## config.mk

```make
export PLATFORM = sky130hd
export DESIGN_NAME = framer_top
export DESIGN_NICKNAME = d
export VERILOG_FILES = /design/src/rtl/frame_pkg.sv /design/src/rtl/framer_top.sv /design/src/rtl/frame_header_inserter.sv /design/src/rtl/cycle_counter.sv /design/src/rtl/sample_packer.sv /design/src/rtl/stream_fifo.sv
export SDC_FILE = /design/constraint.sdc
export NUM_CORES = 1
export LEC_CHECK = 0
export BUFFER_PORTS_ARGS = -buffer_cell sky130_fd_sc_hd__buf_2
export CAP_MARGIN = 20
export CORE_MARGIN = 5
export CORE_UTILIZATION = 30
export CTS_BUF_LIST = sky130_fd_sc_hd__clkbuf_16
export DETAILED_ROUTE_END_ITERATION = 10
export SLEW_MARGIN = 20
export SYNTH_ARGS = -nofsm -noshare
export SYNTH_HDL_FRONTEND = slang
export SYNTH_SLANG_ARGS = --single-unit
```

## constraint.sdc

```tcl
create_clock -name clk -period 6.75 [get_ports clk]
set_input_delay 1.35 -clock clk [delete_from_list [all_inputs] [get_ports clk]]
set_output_delay 1.35 -clock clk [all_outputs]
set_load 0.01 [all_outputs]
```

## src/rtl/frame_pkg.sv

```systemverilog
// ################################################
// // shared widths, stream payload structs and the header word layout
// // for the sample framer. import it wherever these types are needed.
// ################################################

package frame_pkg;

    // input sample and packed word widths.
    localparam int SAMPLE_WIDTH = 16;
    localparam int WORD_WIDTH   = 32;

    // the down-count and the programmable limit share one width.
    localparam int COUNT_WIDTH  = 8;

    // header fields. the length holds limit plus one, so up to 256.
    localparam int SEQ_WIDTH    = 16;
    localparam int LEN_WIDTH    = 9;

    // header word layout.
    // the sequence number sits at the bottom, the length above it,
    // and every bit above the length is zero.
    localparam int HDR_SEQ_LSB  = 0;
    localparam int HDR_LEN_LSB  = 16;

    // a packed word tagged with its position in the frame.
    // final_cnt is set on the word whose count has reached zero.
    typedef struct packed {
        logic                   final_cnt;
        logic [COUNT_WIDTH-1:0] count;
        logic [WORD_WIDTH-1:0]  data;
    } tagged_word_t;

    // one beat of the framed output stream.
    typedef struct packed {
        logic                  header;
        logic                  last;
        logic [WORD_WIDTH-1:0] data;
    } out_beat_t;

endpackage
```

## src/rtl/framer_top.sv

```systemverilog
// ################################################
// // top level of the sample framer: packer, counter and header
// // inserter chained by valid/ready streams.
// ################################################

`timescale 1ns/1ps

module framer_top #(
    parameter int CNT_FIFO_DEPTH = 8,
    parameter int CNT_AF_THRESH  = 6,
    parameter int OUT_DEPTH      = 4
) (
    input  logic                              clk,
    input  logic                              sync_reset,

    input  logic                              s_valid,
    input  logic [frame_pkg::SAMPLE_WIDTH-1:0] s_data,
    output logic                              s_ready,

    input  logic [frame_pkg::COUNT_WIDTH-1:0]  cnt_limit,

    output logic                              m_valid,
    output frame_pkg::out_beat_t              m_data,
    input  logic                              m_ready
);

    import frame_pkg::*;

    // packed words from the packer to the counter.
    logic                  packed_valid;
    logic [WORD_WIDTH-1:0] packed_data;
    logic                  packed_ready;

    // tagged words from the counter to the header inserter.
    logic                  tagged_valid;
    tagged_word_t          tagged_data;
    logic                  tagged_ready;

    sample_packer u_packer (
        .clk       (clk),
        .sync_reset(sync_reset),
        .s_valid   (s_valid),
        .s_data    (s_data),
        .s_ready   (s_ready),
        .m_valid   (packed_valid),
        .m_data    (packed_data),
        .m_ready   (packed_ready)
    );

    cycle_counter #(
        .FIFO_DEPTH    (CNT_FIFO_DEPTH),
        .FIFO_AF_THRESH(CNT_AF_THRESH)
    ) u_counter (
        .clk       (clk),
        .sync_reset(sync_reset),
        .s_valid   (packed_valid),
        .s_data    (packed_data),
        .cnt_limit (cnt_limit),
        .s_ready   (packed_ready),
        .m_valid   (tagged_valid),
        .m_data    (tagged_data),
        .m_ready   (tagged_ready)
    );

    frame_header_inserter #(
        .OUT_DEPTH(OUT_DEPTH)
    ) u_inserter (
        .clk       (clk),
        .sync_reset(sync_reset),
        .s_valid   (tagged_valid),
        .s_data    (tagged_data),
        .s_ready   (tagged_ready),
        .m_valid   (m_valid),
        .m_data    (m_data),
        .m_ready   (m_ready)
    );

endmodule

```

## src/rtl/frame_header_inserter.sv

```systemverilog
// ################################################
// // output stage: puts a header beat with sequence number and length
// // in front of every frame and marks the last beat.
// ################################################

`timescale 1ns/1ps

module frame_header_inserter #(
    parameter int OUT_DEPTH = 4
) (
    input  logic                    clk,
    input  logic                    sync_reset,

    input  logic                    s_valid,
    input  frame_pkg::tagged_word_t s_data,
    output logic                    s_ready,

    output logic                    m_valid,
    output frame_pkg::out_beat_t    m_data,
    input  logic                    m_ready
);

    import frame_pkg::*;

    logic                  frame_open;
    logic                  header_sent;
    logic                  hdr_needed;
    logic                  out_ready;
    logic                  hdr_push;
    logic                  word_take;
    logic [SEQ_WIDTH-1:0]  seq_num;
    logic [LEN_WIDTH-1:0]  frame_len;
    logic [WORD_WIDTH-1:0] header_word;
    out_beat_t             push_beat;

    // a header is due when no frame is open and none has gone out yet
    // for the word now waiting at the input.
    assign hdr_needed = ~frame_open & ~header_sent;

    assign s_ready   = out_ready & ~hdr_needed;
    assign hdr_push  = s_valid & out_ready & hdr_needed;
    assign word_take = s_valid & s_ready;

    // the first word of a frame carries the reloaded limit as its count.
    assign frame_len = LEN_WIDTH'(s_data.count) + LEN_WIDTH'(1);

    always_comb begin
        header_word = '0;
        header_word[HDR_SEQ_LSB +: SEQ_WIDTH] = seq_num;
        header_word[HDR_LEN_LSB +: LEN_WIDTH] = frame_len;
    end

    always_comb begin
        if (hdr_needed) begin
            push_beat.header = 1'b1;
            push_beat.last   = 1'b0;
            push_beat.data   = header_word;
        end else begin
            push_beat.header = 1'b0;
            push_beat.last   = s_data.final_cnt;
            push_beat.data   = s_data.data;
        end
    end

    always_ff @(posedge clk) begin
        if (sync_reset) begin
            frame_open  <= 1'b0;
            header_sent <= 1'b0;
            seq_num     <= '0;
        end else begin
            if (hdr_push) begin
                header_sent <= 1'b1;
            end
            if (word_take) begin
                header_sent <= 1'b0;
                frame_open  <= ~s_data.final_cnt;
                // the sequence number wraps at its full width.
                if (s_data.final_cnt) begin
                    seq_num <= seq_num + 1'b1;
                end
            end
        end
    end

    // the push is offered whenever a tagged word waits. the beat type
    // is chosen by hdr_needed, so headers and words share one write port.
    stream_fifo #(
        .payload_t         (out_beat_t),
        .DEPTH             (OUT_DEPTH),
        .ALMOST_FULL_THRESH(OUT_DEPTH)
    ) u_out_fifo (
        .clk        (clk),
        .sync_reset (sync_reset),
        .s_valid    (s_valid),
        .s_data     (push_beat),
        .s_ready    (out_ready),
        .almost_full(),
        .m_valid    (m_valid),
        .m_data     (m_data),
        .m_ready    (m_ready)
    );

endmodule

```

## src/rtl/cycle_counter.sv

```systemverilog
// ################################################
// // tags each accepted word with a down-count from cnt_limit to zero
// // and buffers the tagged words in a FIFO with almost-full back-pressure.
// ################################################

`timescale 1ns/1ps

module cycle_counter #(
    parameter int FIFO_DEPTH     = 8,
    parameter int FIFO_AF_THRESH = 6
) (
    input  logic                             clk,
    input  logic                             sync_reset,

    input  logic                             s_valid,
    input  logic [frame_pkg::WORD_WIDTH-1:0]  s_data,
    input  logic [frame_pkg::COUNT_WIDTH-1:0] cnt_limit,
    output logic                             s_ready,

    output logic                             m_valid,
    output frame_pkg::tagged_word_t          m_data,
    input  logic                             m_ready
);

    import frame_pkg::*;

    logic                   almost_full;
    logic                   take;
    logic                   startup;
    logic [COUNT_WIDTH-1:0] count_q;
    logic [COUNT_WIDTH-1:0] count_next;
    logic [WORD_WIDTH-1:0]  data_d0;
    logic                   take_d0;
    tagged_word_t           fifo_word;

    // the threshold sits below full, so the word still in the delay
    // register always finds a free slot.
    assign s_ready = ~almost_full;
    assign take    = s_valid & s_ready;

    // a new frame begins after reset and after every word that hit zero.
    // the limit is sampled only at that point.
    always_comb begin
        if (startup || (count_q == '0)) begin
            count_next = cnt_limit;
        end else begin
            count_next = count_q - 1'b1;
        end
    end

    always_ff @(posedge clk) begin
        if (sync_reset) begin
            startup <= 1'b1;
            take_d0 <= 1'b0;
        end else begin
            take_d0 <= take;
            if (take) begin
                startup <= 1'b0;
                count_q <= count_next;
            end
        end
    end

    // count_q always belongs to the word in the delay register.
    always_ff @(posedge clk) begin
        if (take) begin
            data_d0 <= s_data;
        end
    end

    always_comb begin
        fifo_word.final_cnt = (count_q == '0);
        fifo_word.count     = count_q;
        fifo_word.data      = data_d0;
    end

    // the almost-full flag guards the FIFO, so its own ready stays open.
    stream_fifo #(
        .payload_t         (tagged_word_t),
        .DEPTH             (FIFO_DEPTH),
        .ALMOST_FULL_THRESH(FIFO_AF_THRESH)
    ) u_fifo (
        .clk        (clk),
        .sync_reset (sync_reset),
        .s_valid    (take_d0),
        .s_data     (fifo_word),
        .s_ready    (),
        .almost_full(almost_full),
        .m_valid    (m_valid),
        .m_data     (m_data),
        .m_ready    (m_ready)
    );

endmodule

```

## src/rtl/sample_packer.sv

```systemverilog
// ################################################
// // input stage: joins two 16-bit samples into one 32-bit word,
// // first sample in the low half.
// ################################################

`timescale 1ns/1ps

module sample_packer (
    input  logic                              clk,
    input  logic                              sync_reset,

    input  logic                              s_valid,
    input  logic [frame_pkg::SAMPLE_WIDTH-1:0] s_data,
    output logic                              s_ready,

    output logic                              m_valid,
    output logic [frame_pkg::WORD_WIDTH-1:0]   m_data,
    input  logic                              m_ready
);

    import frame_pkg::*;

    logic                    in_enable;
    logic                    high_half;
    logic [SAMPLE_WIDTH-1:0] low_sample;
    logic [WORD_WIDTH-1:0]   word_q;
    logic                    word_valid;
    logic                    take;

    // the input opens one cycle after reset is released. after that it
    // follows the output register, so at most one word and one pending
    // sample are held under back-pressure.
    assign s_ready = in_enable & (~word_valid | m_ready);
    assign take    = s_valid & s_ready;

    assign m_valid = word_valid;
    assign m_data  = word_q;

    always_ff @(posedge clk) begin
        if (sync_reset) begin
            in_enable  <= 1'b0;
            high_half  <= 1'b0;
            word_valid <= 1'b0;
        end else begin
            in_enable <= 1'b1;
            if (take) begin
                high_half <= ~high_half;
            end
            if (take && high_half) begin
                word_valid <= 1'b1;
            end else if (m_ready) begin
                word_valid <= 1'b0;
            end
        end
    end

    // the low sample waits here until its partner arrives.
    always_ff @(posedge clk) begin
        if (take && !high_half) begin
            low_sample <= s_data;
        end
        if (take && high_half) begin
            word_q <= {s_data, low_sample};
        end
    end

endmodule

```

## src/rtl/stream_fifo.sv

```systemverilog
// ################################################
// // synchronous valid/ready FIFO for any packed payload type,
// // with an almost-full level for early back-pressure.
// ################################################

`timescale 1ns/1ps

module stream_fifo #(
    parameter type payload_t          = logic [31:0],
    parameter int  DEPTH              = 8,
    parameter int  ALMOST_FULL_THRESH = 6
) (
    input  logic     clk,
    input  logic     sync_reset,

    input  logic     s_valid,
    input  payload_t s_data,
    output logic     s_ready,

    output logic     almost_full,

    output logic     m_valid,
    output payload_t m_data,
    input  logic     m_ready
);

    localparam int PTR_WIDTH = (DEPTH > 1) ? $clog2(DEPTH) : 1;
    localparam int OCC_WIDTH = $clog2(DEPTH + 1);

    payload_t             mem [DEPTH];
    logic [PTR_WIDTH-1:0] wr_ptr;
    logic [PTR_WIDTH-1:0] rd_ptr;
    logic [OCC_WIDTH-1:0] occupancy;
    logic                 wr_en;
    logic                 rd_en;

    // pointers wrap at DEPTH, which need not be a power of two.
    function automatic logic [PTR_WIDTH-1:0] next_ptr(input logic [PTR_WIDTH-1:0] ptr);
        if (ptr == PTR_WIDTH'(DEPTH - 1)) begin
            return '0;
        end
        return ptr + 1'b1;
    endfunction

    assign s_ready     = (occupancy != OCC_WIDTH'(DEPTH));
    assign almost_full = (occupancy >= OCC_WIDTH'(ALMOST_FULL_THRESH));
    assign m_valid     = (occupancy != '0);
    assign m_data      = mem[rd_ptr];

    assign wr_en = s_valid & s_ready;
    assign rd_en = m_valid & m_ready;

    always_ff @(posedge clk) begin
        if (wr_en) begin
            mem[wr_ptr] <= s_data;
        end
    end

    always_ff @(posedge clk) begin
        if (sync_reset) begin
            wr_ptr    <= '0;
            rd_ptr    <= '0;
            occupancy <= '0;
        end else begin
            if (wr_en) begin
                wr_ptr <= next_ptr(wr_ptr);
            end
            if (rd_en) begin
                rd_ptr <= next_ptr(rd_ptr);
            end
            // a write and a read in the same cycle leave the level as it is.
            case ({wr_en, rd_en})
                2'b10:   occupancy <= occupancy + 1'b1;
                2'b01:   occupancy <= occupancy - 1'b1;
                default: occupancy <= occupancy;
            endcase
        end
    end

endmodule

```

# Word level (Yosys, flattened, before mapping)
# Memories as Yosys holds them, arrays and structs flattened. A register that Yosys moved wholly into a read port is not among the register bits.
# Cells that the tools add are included.
# op_classes
bitwise	19
n_mux	35
n_reduce_logical	12
n_addsub	11
order_cmp	1
n_eq_ne	11
# ops
cell	n
34-bit two-way mux	1
1-bit two-way mux	19
3-bit two-way mux	6
16-bit by 1-bit adder with 16-bit output (second input constant)	1
2-bit two-way mux	6
1-bit AND	10
3-bit by 1-bit adder with 3-bit output (second input constant)	3
8-bit by 1-bit adder with 9-bit output (second input constant)	1
2-bit == test (second input constant)	4
8-bit logical NOT	1
8-bit two-way mux	1
1-bit NOT	8
4-bit one-hot mux with 2 select lines	1
8-bit by 1-bit subtractor with 8-bit output (second input constant)	1
3-bit == test (second input constant)	2
3-bit one-hot mux with 2 select lines	1
2-bit by 1-bit adder with 2-bit output (second input constant)	2
4-bit by 1-bit adder with 4-bit output (second input constant)	1
2-bit by 1-bit == test with 1-bit output (second input constant)	2
4-bit by 3-bit greater-or-equal comparator with 1-bit output (second input constant)	1
4-bit != test (second input constant)	1
2-bit AND reduction	2
2-bit nonzero test	2
4-bit nonzero test	1
10 further kinds	11
# totals
output_inout_bits	36
inputBits	28
ramBits	464
word_cells	109
mem_count	2
ff_bits	128
# mem_list
name	words	word_bits	rd	rd_clocked_by_memory_dff	write_ports	line_no	rtl
u_counter.u_fifo.mem	8	41	1	1	1	stream_fifo.sv:30	payload_t mem [DEPTH];
u_inserter.u_out_fifo.mem	4	34	1	1	1	stream_fifo.sv:30	

# Depth between registers and ports, before layout
# depth
word_depth	10
mapped_depth	12
depth_no_buf	11

# By module
# Synthesis repeated with hierarchy kept, for this count alone.
# hier_totals
cells_unflattened	1086
area_unflattened_um2	23133.4
# by_module_without_submodules
module	cells_each	area_each_um2	seq_area_each_um2	n_inst
stream_fifo (u_counter.u_fifo)	553	13317.8	10109.7	1
stream_fifo (u_inserter.u_out_fifo)	231	5400.2	4264.1	1
sample_packer	63	1574.0	1501.4	1
cycle_counter	84	1570.3	1241.2	1
frame_header_inserter	155	1271.2	360.3	1

# Worst setup path after synthesis
# No wires, ideal clock.
# synth_path
kind	reg-to-reg
startpoint	reg u_counter.u_fifo.occupancy[1]
endpoint	mem u_counter.u_fifo.mem[0][0] (netlist name) (enable)
period_less_slack_ns	5.351
required_time_ns	6.208
n_path_buf	2
stages_incl_launch_ff	5
path_slack_ns	1.399
arrival_ns	4.809
setup_time_ns	0.542
path_cell_list	dfxtp_1 -> clkbuf_1 -> o41ai_1 -> clkbuf_1 -> nor4_1
# synth_between
elab_chain_len	4
# synth_lines
element	line_no	rtl
from (decl)	stream_fifo.sv:33	logic [OCC_WIDTH-1:0] occupancy;
from (signal assigned)	stream_fifo.sv:73	2'b10: occupancy <= occupancy + 1'b1;
from (signal assigned)	stream_fifo.sv:74	2'b01: occupancy <= occupancy - 1'b1;
from (signal assigned)	stream_fifo.sv:75	default: occupancy <= occupancy;
4-bit != test	stream_fifo.sv:45	assign s_ready = (occupancy != OCC_WIDTH'(DEPTH));
1-bit AND	stream_fifo.sv:50	assign wr_en = s_valid & s_ready;
1-bit two-way mux	stream_fifo.sv:54	if (wr_en) begin
1-bit two-way mux (implied by the code)	stream_fifo.sv:55	mem[wr_ptr] <= s_data;
to (decl)	stream_fifo.sv:30	
# Every way passes these cells.

==> impl_metrics.tcl <==
set metrics [dict create \
    status "finished, final reports clean" \
    drc_errors 0 \
    dr.pass1.iters 5 \
    ys_seq_area_share_pct 77.64 \
    synthTopCellsByCount "edfxtp_1, mux4_2, nor2_1" \
    antenna_found_initial 8 \
    cp.required_ns 5.40 \
    rsz0062_at_grt "false" \
    netlist_area_um2 22510 \
    peakVddDrop_mv 0.1650 \
    cts_tree "built" \
    synth-seq-cells 597 \
    htreeDepth 2 \
    die_y_um 283.9 \
    tightest_slew_ns 1.041 \
    initial_utilization_pct 30.24 \
    synth_top_cell_by_area "edfxtp_1" \
    grtUsageTotal_pct 10.94 \
    cts_sinks 597 \
    overflow 0 \
    io_buffers 63 \
    fin_tns_setup_ns 0 \
    area_delta_synth_final_pct 14.42 \
    gp_congestion 0.7146 \
    rows 100 \
    fp.dieArea_um2 80610 \
    synthesis.nets 1147 \
    synth_warnings 0 \
    yosysMostFrequentCell "edfxtp_1" \
    slew-limit-headroom_pct 29.69 \
    synth_flop_cell "edfxtp_1" \
    clk-insertion-delay-late_ns 0.60 \
    worstHoldStart "u_packer.m_data[18]$_DFFE_PP_" \
    synth_area_per_cell_um2 20.43 \
    clock-skew-final_ns 0.01928 \
    hold_path_class "reg2reg" \
    multiInputGateArea_um2 4806 \
    postCtsSetupRepairBufs 0 \
    cts_resized 0 \
    busiest_layer "met2" \
    clock.fmax_mhz 272.9 \
    synth_edf_count 552 \
    io_pins 64 \
    drt_iter0_drc 673 \
    ant_nets 0 \
    arrival_ns 2.31 \
    power_per_cell_area_nw_per_um2 271.3 \
    nets 1242 \
    cp-end-kind "primary output" \
    cts_made_buffers 55 \
    clk_pin_slew_ns 0.06 \
    hold_violations 0 \
    grt_pass1_vias 10805 \
    wirelength_mm 44.58 \
    layout_min_cycle_time_ns 3.664 \
    grt_start_max_net_pins 60 \
    cts_buffer_depth 3 \
    syn_inst 1102 \
    cap_violations 0 \
    whs_ns 0.4171 \
    die_w_um 283.9 \
    maxSlewViolCount 0 \
    start_kind "flop" \
    setup_viol 0 \
    hpwlAfterDp_mm 25.70 \
    drive_gt1_share_pct 23.35 \
    vias 10316 \
    wire_per_inst_um 20.12 \
    ys_types 49 \
    cpMaxStageDelayCell "mux4_2" \
    core_area_um2 74450 \
    grt_util_met1_pct 13.88 \
    fin_crit_sh_pct 54.28 \
    crit_type "reg2out" \
    use_met2_pct 18.82 \
    synth_area_leaders "edfxtp_1, mux4_2, dfxtp_1" \
    root_buffer "clkbuf_16" \
    grt_first_pass_wirelength_mm 67.95 \
    synth.top_cell.area_share_pct 73.64 \
    drt-vias-per-instance 4.657 \
    synthArstFlopShare_pct 0 \
    cp_max_fo 34 \
    postCtsHoldBufs 0 \
    regArea_um2 17490 \
    cp_cell_sequence "buf_4 -> mux4_2 -> buf_2" \
    met3_usage_pct 2.337 \
    critical-path-max-stage-delay_ns 0.66 \
    fillers 6853 \
    p_leak_nw 7.954 \
]
-- routing by layer --
layer | wire (µm) | share of wire, %
met1 | 18830 | 42
met2 | 22410 | 50
met3 | 2223 | 5.0
met4 | 1082 | 2.4
met5 | 28 | 0.063
-- logic make-up after synthesis --
group | count (synthesis) | share of synthesized area, %
fa+ha+maj | 17 | 0.9783
flops | 597 | 77.64
mux | 159 | 13.73
simple gates | 167 | 3.591
buf+inv | 65 | 1.290
compound gates | 73 | 1.834
xor+xnor | 24 | 0.9338
-- registers in the layout (all words and copies together) (netlist names), 4 cells and up, named ones only --
signal,count
u_counter.u_fifo.mem,328
u_inserter.u_out_fifo.mem,136
u_counter.data_d0,32
u_packer.m_data,32
u_inserter.seq_num,16
u_packer.low_sample,16
u_counter.count_q,8
u_counter.u_fifo.occupancy,4
-- where the power goes --
group	switching [W]	internal [W]	leakage, nW
sequential	0.00000960	0.00401	5.36
clock	0.00128	0.00161	0.891
combinational	0.0000433	0.0000247	1.70
total	0.00134	0.00565	7.95
-- path summary, 6_finish.rpt --
kind                                                                   end  slack, ns  cells past startpoint
worst max register to register  u_inserter.u_out_fifo.mem[2][20]$_DFFE_PP_       3.35                      7
worst min-delay path                       u_counter.data_d0[18]$_DFFE_PN_       0.42                      0
worst max-delay path                                            m_data[20]       3.09                      3
worst min register to register             u_counter.data_d0[18]$_DFFE_PN_       0.42                      0
-- layout make-up --
| cell class | count | area share (%) |
|---|---|---|
| Antenna cell | 4 | 0.03887 |
| Clock buffer | 56 | 5.441 |
| Clock inverter | 46 | 1.113 |
| Inverter | 17 | 0.2478 |
| Multi-Input combinational cell | 440 | 18.66 |
| Sequential cell | 597 | 67.90 |
| Tap cell | 969 | 4.708 |
| Timing Repair Buffer | 86 | 1.895 |
-- worst max-delay path: cells and delay by family, from the launching register on --
family / cells / cell delay [ns]
buffers and inverters: 2 / 0.74
flip-flops: 1 / 0.31
multiplexers: 1 / 0.66
-- cell usage in the layout (no fill, tap or decap), types with 6 or more instances in the layout --
cell type,instances
nand2_1,43
or3_1,8
inv_1,33
xnor2_1,7
mux4_1,11
and2_1,7
nor2_1,49
dfxtp_1,41
clkbuf_16,56
ha_1,16
buf_2,63
a21oi_1,31
edfxtp_1,552
o21ai_0,26
clkinv_2,8
clkinv_1,12
nor3_1,6
buf_4,23
nand4_1,6
xor2_1,17
nand3_1,9
mux4_2,105
mux2i_1,38
-- stage by stage --
stage	area (µm²)	worst slack (ns)	util (%)	total power, W	instances
after floorplan	22510	1.399	-	0.004135	1102
after global placement	24050	3.332	32.31	0.004168	2109
after detailed placement	24050	3.286	32.31	0.004171	2109
after CTS	25740	2.921	34.57	0.007079	2211
after global routing	25740	2.919	34.58	0.007227	2211
final	25750	3.086	34.60	0.006987	2215
Power figures use the tool's default switching activity.
